[src/miss_pkg.sv]
package miss_pkg;

    // 15-bit byte address split into 16-byte lines.
    localparam int BYTE_ADDR_W = 15;
    localparam int LINE_ADDR_W = 11;   // byte address bits 14:4.

    // load queue and store queue slots.
    localparam int SLOT_COUNT = 8;
    localparam int SLOT_IDX_W = 3;

    // memory side data.
    localparam int WORD_W = 32;
    localparam int LINE_WORDS_LOG = 2;  // four words per line.

    // which mask a waiter joins.
    typedef enum logic {
        REQ_LOAD  = 1'b0,
        REQ_STORE = 1'b1
    } req_kind_t;

    // fill fetch sequencing.
    typedef enum logic [1:0] {
        FETCH_IDLE = 2'd0,
        FETCH_BUS  = 2'd1,
        FETCH_DONE = 2'd2
    } fetch_state_t;

endpackage
[src/miss_unit_top.sv]
module miss_unit_top
    import miss_pkg::*;
#(
    parameter int MSHR_DEPTH = 8
) (
    input  logic                                  clk,
    input  logic                                  reset,
    input  logic                                  req_valid,
    input  logic [BYTE_ADDR_W-1:0]                req_addr,
    input  logic [SLOT_IDX_W-1:0]                 req_slot,
    input  req_kind_t                             req_kind,
    output logic                                  req_ready,
    output logic                                  wb_cyc,
    output logic                                  wb_stb,
    output logic                                  wb_we,
    output logic [BYTE_ADDR_W-1:0]                wb_adr,
    output logic [WORD_W/8-1:0]                   wb_sel,
    input  logic [WORD_W-1:0]                     wb_dat_i,
    input  logic                                  wb_ack,
    output logic                                  wake_valid,
    output logic [LINE_ADDR_W-1:0]                wake_addr,
    output logic [WORD_W*(1<<LINE_WORDS_LOG)-1:0] wake_data,
    output logic [SLOT_COUNT-1:0]                 wake_rd_slots,
    output logic [SLOT_COUNT-1:0]                 wake_sw_slots
);

    logic [LINE_ADDR_W-1:0]    look_addr;
    logic                      hit;
    logic                      full;
    logic                      alloc;
    logic                      merge;
    logic [SLOT_COUNT-1:0]     rd_mask;
    logic [SLOT_COUNT-1:0]     sw_mask;
    logic                      dealloc;
    logic                      fetch_start;
    logic                      head_valid;
    logic [LINE_ADDR_W-1:0]    head_addr;
    logic [SLOT_COUNT-1:0]     head_rd_mask;
    logic [SLOT_COUNT-1:0]     head_sw_mask;
    logic                      head_issued;
    logic                      word_valid;
    logic [WORD_W-1:0]         word_data;
    logic [LINE_WORDS_LOG-1:0] word_index;

    miss_intake u_intake (
        .clk       (clk),
        .reset     (reset),
        .req_valid (req_valid),
        .req_addr  (req_addr),
        .req_slot  (req_slot),
        .req_kind  (req_kind),
        .hit       (hit),
        .full      (full),
        .req_ready (req_ready),
        .look_addr (look_addr),
        .alloc     (alloc),
        .merge     (merge),
        .rd_mask   (rd_mask),
        .sw_mask   (sw_mask)
    );

    mshr_file #(
        .MSHR_DEPTH (MSHR_DEPTH)
    ) u_mshr (
        .clk          (clk),
        .reset        (reset),
        .look_addr    (look_addr),
        .alloc        (alloc),
        .merge        (merge),
        .rd_mask      (rd_mask),
        .sw_mask      (sw_mask),
        .dealloc      (dealloc),
        .fetch_start  (fetch_start),
        .hit          (hit),
        .full         (full),
        .head_valid   (head_valid),
        .head_addr    (head_addr),
        .head_rd_mask (head_rd_mask),
        .head_sw_mask (head_sw_mask),
        .head_issued  (head_issued)
    );

    fill_fetcher u_fetch (
        .clk         (clk),
        .reset       (reset),
        .head_valid  (head_valid),
        .head_addr   (head_addr),
        .head_issued (head_issued),
        .wb_dat_i    (wb_dat_i),
        .wb_ack      (wb_ack),
        .fetch_start (fetch_start),
        .wb_cyc      (wb_cyc),
        .wb_stb      (wb_stb),
        .wb_we       (wb_we),
        .wb_adr      (wb_adr),
        .wb_sel      (wb_sel),
        .word_valid  (word_valid),
        .word_data   (word_data),
        .word_index  (word_index)
    );

    fill_return u_return (
        .clk           (clk),
        .reset         (reset),
        .word_valid    (word_valid),
        .word_data     (word_data),
        .word_index    (word_index),
        .head_addr     (head_addr),
        .head_rd_mask  (head_rd_mask),
        .head_sw_mask  (head_sw_mask),
        .dealloc       (dealloc),
        .wake_valid    (wake_valid),
        .wake_addr     (wake_addr),
        .wake_data     (wake_data),
        .wake_rd_slots (wake_rd_slots),
        .wake_sw_slots (wake_sw_slots)
    );

endmodule

[src/fill_return.sv]
module fill_return
    import miss_pkg::*;
(
    input  logic                                  clk,
    input  logic                                  reset,
    input  logic                                  word_valid,
    input  logic [WORD_W-1:0]                     word_data,
    input  logic [LINE_WORDS_LOG-1:0]             word_index,
    input  logic [LINE_ADDR_W-1:0]                head_addr,
    input  logic [SLOT_COUNT-1:0]                 head_rd_mask,
    input  logic [SLOT_COUNT-1:0]                 head_sw_mask,
    output logic                                  dealloc,
    output logic                                  wake_valid,
    output logic [LINE_ADDR_W-1:0]                wake_addr,
    output logic [WORD_W*(1<<LINE_WORDS_LOG)-1:0] wake_data,
    output logic [SLOT_COUNT-1:0]                 wake_rd_slots,
    output logic [SLOT_COUNT-1:0]                 wake_sw_slots
);

    localparam int LINE_W = WORD_W * (1 << LINE_WORDS_LOG);

    logic [LINE_W-1:0]      line_buf;
    logic [LINE_ADDR_W-1:0] addr_q;
    logic                   last_word;

    assign last_word = word_valid && (word_index == '1);

    always_ff @(posedge clk) begin
        if (reset) begin
            wake_valid <= 1'b0;
        end else begin
            wake_valid <= last_word;   // one cycle pulse.
        end
    end

    // word 0 in the low bits.
    always_ff @(posedge clk) begin
        if (word_valid) begin
            line_buf[word_index*WORD_W +: WORD_W] <= word_data;
        end
        if (last_word) begin
            addr_q <= head_addr;
        end
    end

    // head entry is still valid in the wake cycle; it leaves on dealloc.
    assign dealloc   = wake_valid;
    assign wake_addr = wake_valid ? addr_q : '0;
    assign wake_data = wake_valid ? line_buf : '0;

    // masks are taken live from the head, so a merge landing on the
    // last beat edge is still carried in this wake.
    assign wake_rd_slots = wake_valid ? head_rd_mask : '0;
    assign wake_sw_slots = wake_valid ? head_sw_mask : '0;

endmodule

[src/fill_fetcher.sv]
module fill_fetcher
    import miss_pkg::*;
(
    input  logic                      clk,
    input  logic                      reset,
    input  logic                      head_valid,
    input  logic [LINE_ADDR_W-1:0]    head_addr,
    input  logic                      head_issued,
    input  logic [WORD_W-1:0]         wb_dat_i,
    input  logic                      wb_ack,
    output logic                      fetch_start,
    output logic                      wb_cyc,
    output logic                      wb_stb,
    output logic                      wb_we,
    output logic [BYTE_ADDR_W-1:0]    wb_adr,
    output logic [WORD_W/8-1:0]       wb_sel,
    output logic                      word_valid,
    output logic [WORD_W-1:0]         word_data,
    output logic [LINE_WORDS_LOG-1:0] word_index
);

    fetch_state_t              state;
    logic [LINE_ADDR_W-1:0]    line_q;
    logic [LINE_WORDS_LOG-1:0] beat;
    logic                      bus_act;   // one classic read in progress.

    assign fetch_start = (state == FETCH_IDLE) && head_valid && !head_issued;

    assign wb_cyc = bus_act;
    assign wb_stb = bus_act;
    assign wb_we  = 1'b0;
    assign wb_sel = '1;
    assign wb_adr = {line_q, beat, 2'b00};

    always_ff @(posedge clk) begin
        if (reset) begin
            state      <= FETCH_IDLE;
            bus_act    <= 1'b0;
            beat       <= '0;
            word_valid <= 1'b0;
        end else begin
            word_valid <= 1'b0;
            case (state)
                FETCH_IDLE: begin
                    if (fetch_start) begin
                        state   <= FETCH_BUS;
                        bus_act <= 1'b1;
                        beat    <= '0;
                    end
                end
                FETCH_BUS: begin
                    if (bus_act && wb_ack) begin
                        bus_act    <= 1'b0;   // stb low at least one cycle.
                        word_valid <= 1'b1;
                        if (beat == '1) begin
                            state <= FETCH_DONE;
                        end else begin
                            beat <= beat + 1'b1;
                        end
                    end else if (!bus_act) begin
                        bus_act <= 1'b1;   // next beat.
                    end
                end
                FETCH_DONE: begin
                    state <= FETCH_IDLE;   // head stays issued until its wake.
                end
                default: state <= FETCH_IDLE;
            endcase
        end
    end

    // latched line and returned word.
    always_ff @(posedge clk) begin
        if (fetch_start) begin
            line_q <= head_addr;
        end
        if (bus_act && wb_ack) begin
            word_data  <= wb_dat_i;
            word_index <= beat;
        end
    end

endmodule

[src/mshr_file.sv]
module mshr_file
    import miss_pkg::*;
#(
    parameter int MSHR_DEPTH = 8
) (
    input  logic                   clk,
    input  logic                   reset,
    input  logic [LINE_ADDR_W-1:0] look_addr,
    input  logic                   alloc,
    input  logic                   merge,
    input  logic [SLOT_COUNT-1:0]  rd_mask,
    input  logic [SLOT_COUNT-1:0]  sw_mask,
    input  logic                   dealloc,
    input  logic                   fetch_start,
    output logic                   hit,
    output logic                   full,
    output logic                   head_valid,
    output logic [LINE_ADDR_W-1:0] head_addr,
    output logic [SLOT_COUNT-1:0]  head_rd_mask,
    output logic [SLOT_COUNT-1:0]  head_sw_mask,
    output logic                   head_issued
);

    localparam int PTR_W = (MSHR_DEPTH > 1) ? $clog2(MSHR_DEPTH) : 1;
    localparam int CNT_W = $clog2(MSHR_DEPTH + 1);

    logic [MSHR_DEPTH-1:0]  ent_valid;
    logic [MSHR_DEPTH-1:0]  ent_issued;
    logic [LINE_ADDR_W-1:0] ent_addr [MSHR_DEPTH];
    logic [SLOT_COUNT-1:0]  ent_rd   [MSHR_DEPTH];
    logic [SLOT_COUNT-1:0]  ent_sw   [MSHR_DEPTH];

    logic [PTR_W-1:0]       head;
    logic [PTR_W-1:0]       tail;
    logic [CNT_W-1:0]       count;
    logic [MSHR_DEPTH-1:0]  hit_vec;

    function automatic logic [PTR_W-1:0] next_ptr(input logic [PTR_W-1:0] p);
        return (p == PTR_W'(MSHR_DEPTH - 1)) ? '0 : p + 1'b1;
    endfunction

    // the head leaving this cycle no longer counts as a match.
    always_comb begin
        for (int i = 0; i < MSHR_DEPTH; i++) begin
            hit_vec[i] = ent_valid[i] && (ent_addr[i] == look_addr)
                         && !(dealloc && (head == PTR_W'(i)));
        end
    end

    assign hit  = |hit_vec;
    assign full = (count == CNT_W'(MSHR_DEPTH));

    assign head_valid   = ent_valid[head];
    assign head_addr    = ent_addr[head];
    assign head_rd_mask = ent_rd[head];
    assign head_sw_mask = ent_sw[head];
    assign head_issued  = ent_issued[head];

    always_ff @(posedge clk) begin
        if (reset) begin
            ent_valid  <= '0;
            ent_issued <= '0;
            head       <= '0;
            tail       <= '0;
            count      <= '0;
        end else begin
            if (fetch_start) begin
                ent_issued[head] <= 1'b1;
            end
            if (dealloc) begin
                ent_valid[head]  <= 1'b0;
                ent_issued[head] <= 1'b0;
                head             <= next_ptr(head);
            end
            // alloc is never raised when full, so tail and head differ here.
            if (alloc) begin
                ent_valid[tail]  <= 1'b1;
                ent_issued[tail] <= 1'b0;
                tail             <= next_ptr(tail);
            end
            case ({alloc, dealloc})
                2'b10:   count <= count + 1'b1;
                2'b01:   count <= count - 1'b1;
                default: count <= count;
            endcase
        end
    end

    // line address and waiter masks.
    always_ff @(posedge clk) begin
        if (alloc) begin
            ent_addr[tail] <= look_addr;
            ent_rd[tail]   <= rd_mask;
            ent_sw[tail]   <= sw_mask;
        end
        for (int i = 0; i < MSHR_DEPTH; i++) begin
            if (merge && hit_vec[i]) begin
                ent_rd[i] <= ent_rd[i] | rd_mask;   // new waiter joins the line.
                ent_sw[i] <= ent_sw[i] | sw_mask;
            end
        end
    end

endmodule

[src/miss_intake.sv]
module miss_intake
    import miss_pkg::*;
(
    input  logic                   clk,
    input  logic                   reset,
    input  logic                   req_valid,
    input  logic [BYTE_ADDR_W-1:0] req_addr,
    input  logic [SLOT_IDX_W-1:0]  req_slot,
    input  req_kind_t              req_kind,
    input  logic                   hit,
    input  logic                   full,
    output logic                   req_ready,
    output logic [LINE_ADDR_W-1:0] look_addr,
    output logic                   alloc,
    output logic                   merge,
    output logic [SLOT_COUNT-1:0]  rd_mask,
    output logic [SLOT_COUNT-1:0]  sw_mask
);

    logic                   held_valid;
    logic [LINE_ADDR_W-1:0] held_line;
    logic [SLOT_COUNT-1:0]  held_rd;
    logic [SLOT_COUNT-1:0]  held_sw;
    logic [SLOT_COUNT-1:0]  slot_onehot;
    logic                   place;
    logic                   take;

    assign slot_onehot = SLOT_COUNT'(1) << req_slot;

    // a held miss is placed by merging on a hit, else by a free entry.
    assign place     = held_valid && (hit || !full);
    assign req_ready = !held_valid || place;
    assign take      = req_valid && req_ready;

    assign merge     = held_valid && hit;
    assign alloc     = held_valid && !hit && !full;
    assign look_addr = held_line;
    assign rd_mask   = held_rd;
    assign sw_mask   = held_sw;

    always_ff @(posedge clk) begin
        if (reset) begin
            held_valid <= 1'b0;
        end else if (take) begin
            held_valid <= 1'b1;
        end else if (place) begin
            held_valid <= 1'b0;   // stall retries every cycle until placed.
        end
    end

    always_ff @(posedge clk) begin
        if (take) begin
            held_line <= req_addr[BYTE_ADDR_W-1 -: LINE_ADDR_W];
            held_rd   <= (req_kind == REQ_LOAD) ? slot_onehot : '0;
            held_sw   <= (req_kind == REQ_STORE) ? slot_onehot : '0;
        end
    end

endmodule

[config.mk]
export PLATFORM = sky130hd
export DESIGN_NAME = miss_unit_top
export DESIGN_NICKNAME = d
export VERILOG_FILES = /design/src/miss_pkg.sv /design/src/miss_unit_top.sv /design/src/fill_return.sv /design/src/fill_fetcher.sv /design/src/mshr_file.sv /design/src/miss_intake.sv
export SDC_FILE = /design/constraint.sdc
export NUM_CORES = 1
export LEC_CHECK = 0
export BUFFER_PORTS_ARGS = -buffer_cell sky130_fd_sc_hd__clkbuf_2
export CORE_ASPECT_RATIO = 0.8
export CORE_MARGIN = 5
export CORE_UTILIZATION = 28
export DETAILED_ROUTE_END_ITERATION = 16
export MAX_ROUTING_LAYER = met4
export PLACE_DENSITY = 0.46
export REMOVE_ABC_BUFFERS = 1
export SYNTH_ARGS = -nofsm -noshare
export SYNTH_HDL_FRONTEND = slang
export SYNTH_HIERARCHICAL = 1
export SYNTH_SLANG_ARGS = --single-unit
[constraint.sdc]
create_clock -name clk -period 4.5 [get_ports clk]
set_input_delay 0.675 -clock clk [delete_from_list [all_inputs] [get_ports clk]]
set_output_delay 0.675 -clock clk [all_outputs]
set_load 0.05 [all_outputs]
After elaboration in Yosys (flattened, before gate mapping)
Memories as Yosys holds them, arrays and structs flattened. A register that Yosys moved wholly into a read port is not among the register bits.
Index checks and enable logic that the tools add are counted.
{"block": "word_totals", "out_inout_bits": 179, "elab_cells": 222, "reg_bits": 245, "ramBits": 216, "mem_count": 3}
{"block": "classes", "n_bitwise": 24, "n_addsub": 6, "eq_ne": 26, "reduce_logical": 69, "order_cmp": 4, "n_shift": 3, "n_mux": 68}
{"name": "u_mshr.ent_addr", "words": 8, "width": 11, "read_ports": 9, "rd_ports_with_merged_regs": 1, "write_ports": 1, "line": "mshr_file.sv:29", "rtl": "logic [LINE_ADDR_W-1:0] ent_addr [MSHR_DEPTH];"}
{"name": "u_mshr.ent_rd", "words": 8, "width": 8, "read_ports": 9, "rd_ports_with_merged_regs": 1, "write_ports": 8, "line": "mshr_file.sv:30", "rtl": "logic [SLOT_COUNT-1:0] ent_rd [MSHR_DEPTH];"}
{"name": "u_mshr.ent_sw", "words": 8, "width": 8, "read_ports": 9, "rd_ports_with_merged_regs": 1, "write_ports": 8, "line": "mshr_file.sv:31", "rtl": "logic [SLOT_COUNT-1:0] ent_sw [MSHR_DEPTH];"}
{"operator": "$or 8x8->8", "count": 18}
{"operator": "$bwmux 128", "count": 1}
{"operator": "$mux 128", "count": 1}
{"operator": "$shift 32x34->128 const A", "count": 1}
{"operator": "$shiftx 32x34->128", "count": 1}
{"operator": "$mux 8", "count": 12}
{"operator": "$eq 11x11->1", "count": 8}
{"operator": "$logic_and 1x1->1", "count": 43}
{"operator": "$neg 7->34", "count": 1}
{"operator": "$mux 3", "count": 10}
{"operator": "$mux 1", "count": 29}
{"operator": "$and 8x8->8", "count": 3}
{"operator": "$reduce_or 8->1", "count": 3}
{"operator": "$not 8->8", "count": 2}
{"operator": "$eq 3x3->1 const B", "count": 5}
{"operator": "$logic_not 1->1", "count": 12}
{"operator": "$mux 2", "count": 6}
{"operator": "$mux 11", "count": 1}
{"operator": "$lt 3x4->1 const B", "count": 2}
{"operator": "$pmux 2 s2", "count": 2}
{"operator": "$pmux 4 s2", "count": 1}
{"operator": "$shl 1x3->8 const A", "count": 1}
{"operator": "$add 3x1->3 const B", "count": 2}
{"operator": "$bmux 1 s3", "count": 2}
{"operator": "22 further kinds", "count": 33}

Depth between registers and ports, before layout
{"block": "logic_depth", "word_depth": 12, "ltp_mapped": 18, "ltp_nobuf": 16}

Cells and area by module
The synthesis kept the hierarchy.
{"module": "mshr_file", "n_inst": 1, "seq_area_each_um2": 7066.8, "cells_each": 808, "area_each_um2": 12062.8}
{"module": "fill_return", "n_inst": 1, "seq_area_each_um2": 4194.0, "cells_each": 479, "area_each_um2": 6313.6}
{"module": "fill_fetcher", "n_inst": 1, "seq_area_each_um2": 1471.4, "cells_each": 83, "area_each_um2": 1697.9}
{"module": "miss_intake", "n_inst": 1, "seq_area_each_um2": 830.8, "cells_each": 56, "area_each_um2": 989.7}

Worst setup path after synthesis
Ideal clock, no wire load.
{"block": "synth_timing", "path_kind": "flip-flop to flip-flop", "start": "register u_mshr.head[0]", "end": "memory u_mshr.ent_rd[0][0], enable pin", "t_arrival_ps": 3296, "slack_ps": 870, "required_ps": 4166, "period_less_slack_ps": 3630, "path_stages_with_launch": 13, "path_cell_list": "dfxtp_1 clkbuf_1 inv_1 ha_1 a31o_1 nor4_2 nor4_1 nand2_1 nor3b_1 clkbuf_1 nand2b_1 nor3_1 or2_2"}
{"element": "start: declaration", "line": "mshr_file.sv:33", "rtl": "logic [PTR_W-1:0] head;"}
{"element": "start signal: assignment", "line": "mshr_file.sv:73", "rtl": "head <= next_ptr(head);"}
{"element": "end: declaration", "line": "mshr_file.sv:30"}

Worst setup path after layout
{"block": "layout_timing", "start": "register u_intake.held_line[5] (netlist: u_intake/look_addr[5])", "end": "output req_ready"}
{"block": "layout_between", "elab_chain_cells": 7}
{"element": "start: declaration", "line": "miss_intake.sv:21", "rtl": "logic [LINE_ADDR_W-1:0] held_line;"}
{"element": "start signal: assignment", "line": "miss_intake.sv:53", "rtl": "held_line <= req_addr[BYTE_ADDR_W-1 -: LINE_ADDR_W];"}
{"element": "$eq 11x11->1", "line": "mshr_file.sv:45", "rtl": "hit_vec[i] = ent_valid[i] && (ent_addr[i] == look_addr)"}
{"element": "$logic_and 1x1->1", "line": "mshr_file.sv:45"}
{"element": "$logic_and 1x1->1", "line": "mshr_file.sv:46", "rtl": "&& !(dealloc && (head == PTR_W'(i)));"}
{"element": "$reduce_or 8->1 (*)", "line": "mshr_file.sv:50", "rtl": "assign hit = |hit_vec;"}
{"element": "net hit", "line": "miss_unit_top.sv:28", "rtl": "logic hit;"}
{"element": "$logic_or 1x1->1 (*)", "line": "miss_intake.sv:31", "rtl": "assign place = held_valid && (hit || !full);"}
{"element": "$logic_and 1x1->1 (*)", "line": "miss_intake.sv:31"}
{"element": "$logic_or 1x1->1 (*)", "line": "miss_intake.sv:32", "rtl": "assign req_ready = !held_valid || place;"}
{"element": "end: declaration", "line": "miss_unit_top.sv:12", "rtl": "output logic req_ready,"}
Mark *: on every way through the listed nets, which the timed path passes. The rest lies on a longest branch.

==> flow_summary.toml <==
[worst_setup_path]
critical_path.max_fanout = 16
worstPathRequired_ns = 3.83
r2r_cells = 14
arrival_ns = 3.34
r2r_slack_ns = 0.72
cp-start-kind = "flop"
cp_slowest_cell = "edfxtp_1"
path_class = "flop to output pin"
cp_slowest_stage_delay_ns = 0.88
cp_cell_sequence = "xnor2_1 -> nand4_1 -> nor4_1 -> nor4_1 -> nand2_1 -> nand3b_1 -> clkbuf_2"
reg2reg_to = "u_mshr/count[3]"
cpMostUsedCell = "nor4_1"
r2r_start = "u_intake/look_addr[5]"
path_buf_inv = 1
path_delay_family = "simple AND/OR/NAND/NOR gates"
cp-end-kind = "output pin"

[grt]
track_usage = 0.140
grt_max_degree = 133
grt_antenna_before_repair = 6
overflow = 0
first_global_vias = 12300
grt_pass1_wl_um = 83300

[floorplan]
die_x_um = 317
core_area_um2 = 75000
start_util = 0.281
num_rows = 90
dieArea_um2 = 80800
die_h_um = 255
ios = 234

[placement]
pre_cts_slack_ns = 0.759
place_congestion = 0.786
io_buffers = 222
dpl_cell_area_um2 = 23100
hpwl_um = 37400

[synth]
synth_common_cells = "edfxtp_1, and2_1, a21o_1"
ys_ff_latch = 464
ys_types = 58
ys_seq_area_frac = 0.644
yosysTopAreaCell = "edfxtp_1"
synthArstFlopShare = 0
ys_warn_count = 6
yosys-top-cells-area = "edfxtp_1, and2_1, mux4_2"
syn_avg_cell_area_um2 = 14.8
synthCells = 1426
ys.flop_type = "edfxtp_1"
yosysTopAreaCellShare = 0.609
synth_most_common_cell = "edfxtp_1"
synth_area_um2 = 21100
synth-edff-count = 427

[clock_tree]
post_cts_buffers = 0
cts_root_buffer = "clkbuf_16"
cts_max_level = 2
cts_sinks = 464
cts_hold_buf = 0
cts_buffer_depth = 3
numCtsBuffers = 50
cts_tree = "built"
worstSkewPairLatency_ns = 0.59
clkTransAtPathRegs_ns = 0.06
cts_resized = 0

[detailed_routing]
route.met3.wl_um = 3890
viasPerCell = 4.55
route.detailed.drc = 0
wl_um = 56800
m1WireLength_um = 27000
first_pass_iters = 5
wl_met2_um = 25000
drtIter0Drc = 871
wire_per_inst_um = 21.0
top_layer_used = "met4"
ant_nets = 0
vias = 12300

[worst_hold_path]
hold_end = "u_fetch/word_data[4]"
hp-class = "input pin to flop"
whs_path_depth = 1
hp-start = "wb_dat_i[4]"

[cells_and_area]
fin_area_um2 = 24800
final_nets = 1717
fillers = 7458
syn2layout_area_growth_pct = 17.7
drive_gt1_frac = 0.269

[sta]
period_minus_slack_ns = 4.02
period_share = 0.893
setup_viol = 0
setup_ws_ns = 0.480
worst_pin_slew_ns = 1.09
fmax_ghz = 0.249
rsz0062_at_grt = "false"
finClkSkew_ns = 0.0247
slew_violations = 0
finalHoldViolCount = 0
slew_headroom = 0.273

[run]
drv_cap = 0

[power]
static-leakage-power_uw = 0.00932
ir_worst_vdd_mv = 0.240
powerDensity_nw_per_um2 = 382

[status]
outcome = "finished clean"
[sequential cells by signal, indices dropped and copies added, names as in the netlist, 11 cells and up, named ones only]
name                count
u_mshr/ent_addr        88
u_return/addr_q        11
u_intake/look_addr     11
u_return/line_buf     128
u_fetch/word_data      32
u_mshr/ent_rd          64
u_fetch/line_q         11
u_mshr/ent_sw          64
[cell type report]
| cell class | instances | area, um^2 | area share |
|---|---|---|---|
| multi-input cells | 845 | 6750 | 0.272 |
| clock inverters | 29 | 358 | 0.0144 |
| clock buffers | 64 | 1310 | 0.0530 |
| flip-flops and latches | 464 | 13600 | 0.548 |
| repair buffers | 268 | 1460 | 0.0588 |
| diodes | 5 | 12.5 | 0.000505 |
| inverters | 15 | 56.3 | 0.00227 |
| well taps | 1012 | 1270 | 0.0511 |
[layout by cell type (no fill, tap or decap), drive strengths merged, types with 6 or more instances in the layout]
cell type,netlist,routed
bufinv,0,8
and2,285,285
nor4b,6,6
or2,7,7
ha,17,17
o21ai,9,9
a21o,129,129
clkinv,0,20
a21oi,19,19
clkbuf,27,286
nor2,48,48
nand4,17,17
edfxtp,427,427
mux2,29,29
nand2b,14,14
nand3,18,18
buf,70,46
dfxtp,37,37
nor3,14,14
mux4,54,54
inv,15,15
conb,2,7
nand2,23,23
xnor2,86,86
mux2i,8,8
nor4,13,13
[metal layers]
metal,vias up,global-route usage
met4,0,0.0260
met1,6221,0.200
met3,64,0.0305
li1,5633,-
met5,-,-
met2,373,0.208
[worst max-delay path by stage]
| stage | slack (ns) | to | from | depth (start not counted) |
|---|---|---|---|---|
| detailed placement | 0.76 | u_mshr/count[3] | u_intake/look_addr[5] | 14 |
| CTS | 0.41 | req_ready | u_intake/look_addr[5] | 7 |
| finish | 0.48 | req_ready | u_intake/look_addr[5] | 7 |
| floorplan | -1.10 | u_mshr/ent_rd[0][0] | u_return/dealloc | 9 |
| global route | 0.30 | req_ready | u_intake/look_addr[5] | 7 |
| global placement | 0.72 | u_mshr/count[3] | u_intake/look_addr[5] | 14 |
[cell families (layout without fill, tap and decap cells)]
family	count (synthesis)	count (layout)	synth area share
compound gates	175	175	0.0598
mux	91	91	0.0770
fa+ha+maj	18	18	0.0110
xor+xnor	91	91	0.0378
simple gates	463	463	0.133
buf+inv	122	376	0.0374
other cells	2	12	0.000357
flops	464	464	0.644
[stage by stage]
| stage | instances | power, uW | setup TNS, ns | hold WS (ns) | utilization |
|---|---|---|---|---|---|
| 4_1_cts | 2697 | 9610 | 0 | 0.222 | 0.330 |
| 3_3_place_gp | 2604 | 5320 | 0 | 0.490 | 0.308 |
| 2_1_floorplan | 1324 | 5160 | -135.75 | 0.448 | - |
| 5_1_grt | 2702 | 9840 | 0 | 0.223 | 0.331 |
| 6_report | 2702 | 9470 | 0 | 0.267 | 0.331 |
| 3_5_place_dp | 2604 | 5330 | 0 | 0.477 | 0.308 |
[report_power, final]
part | internal, uW | total, uW | switching (uW)
Sequential | 4770 | 4840 | 77.0
Combinational | 156 | 387 | 231
Clock | 2520 | 4240 | 1720
Total | 7450 | 9470 | 2030
[worst register-to-register path: cells and delay by family (launching register included)]
family / cells / cell delay [ns]
simple gates: 6 / 1.49
flops: 1 / 0.88
compound gates: 3 / 0.47
fa+ha+maj: 2 / 0.44
xor+xnor: 2 / 0.31
buf+inv: 1 / 0.11
Power figures use the tool's default switching activity.
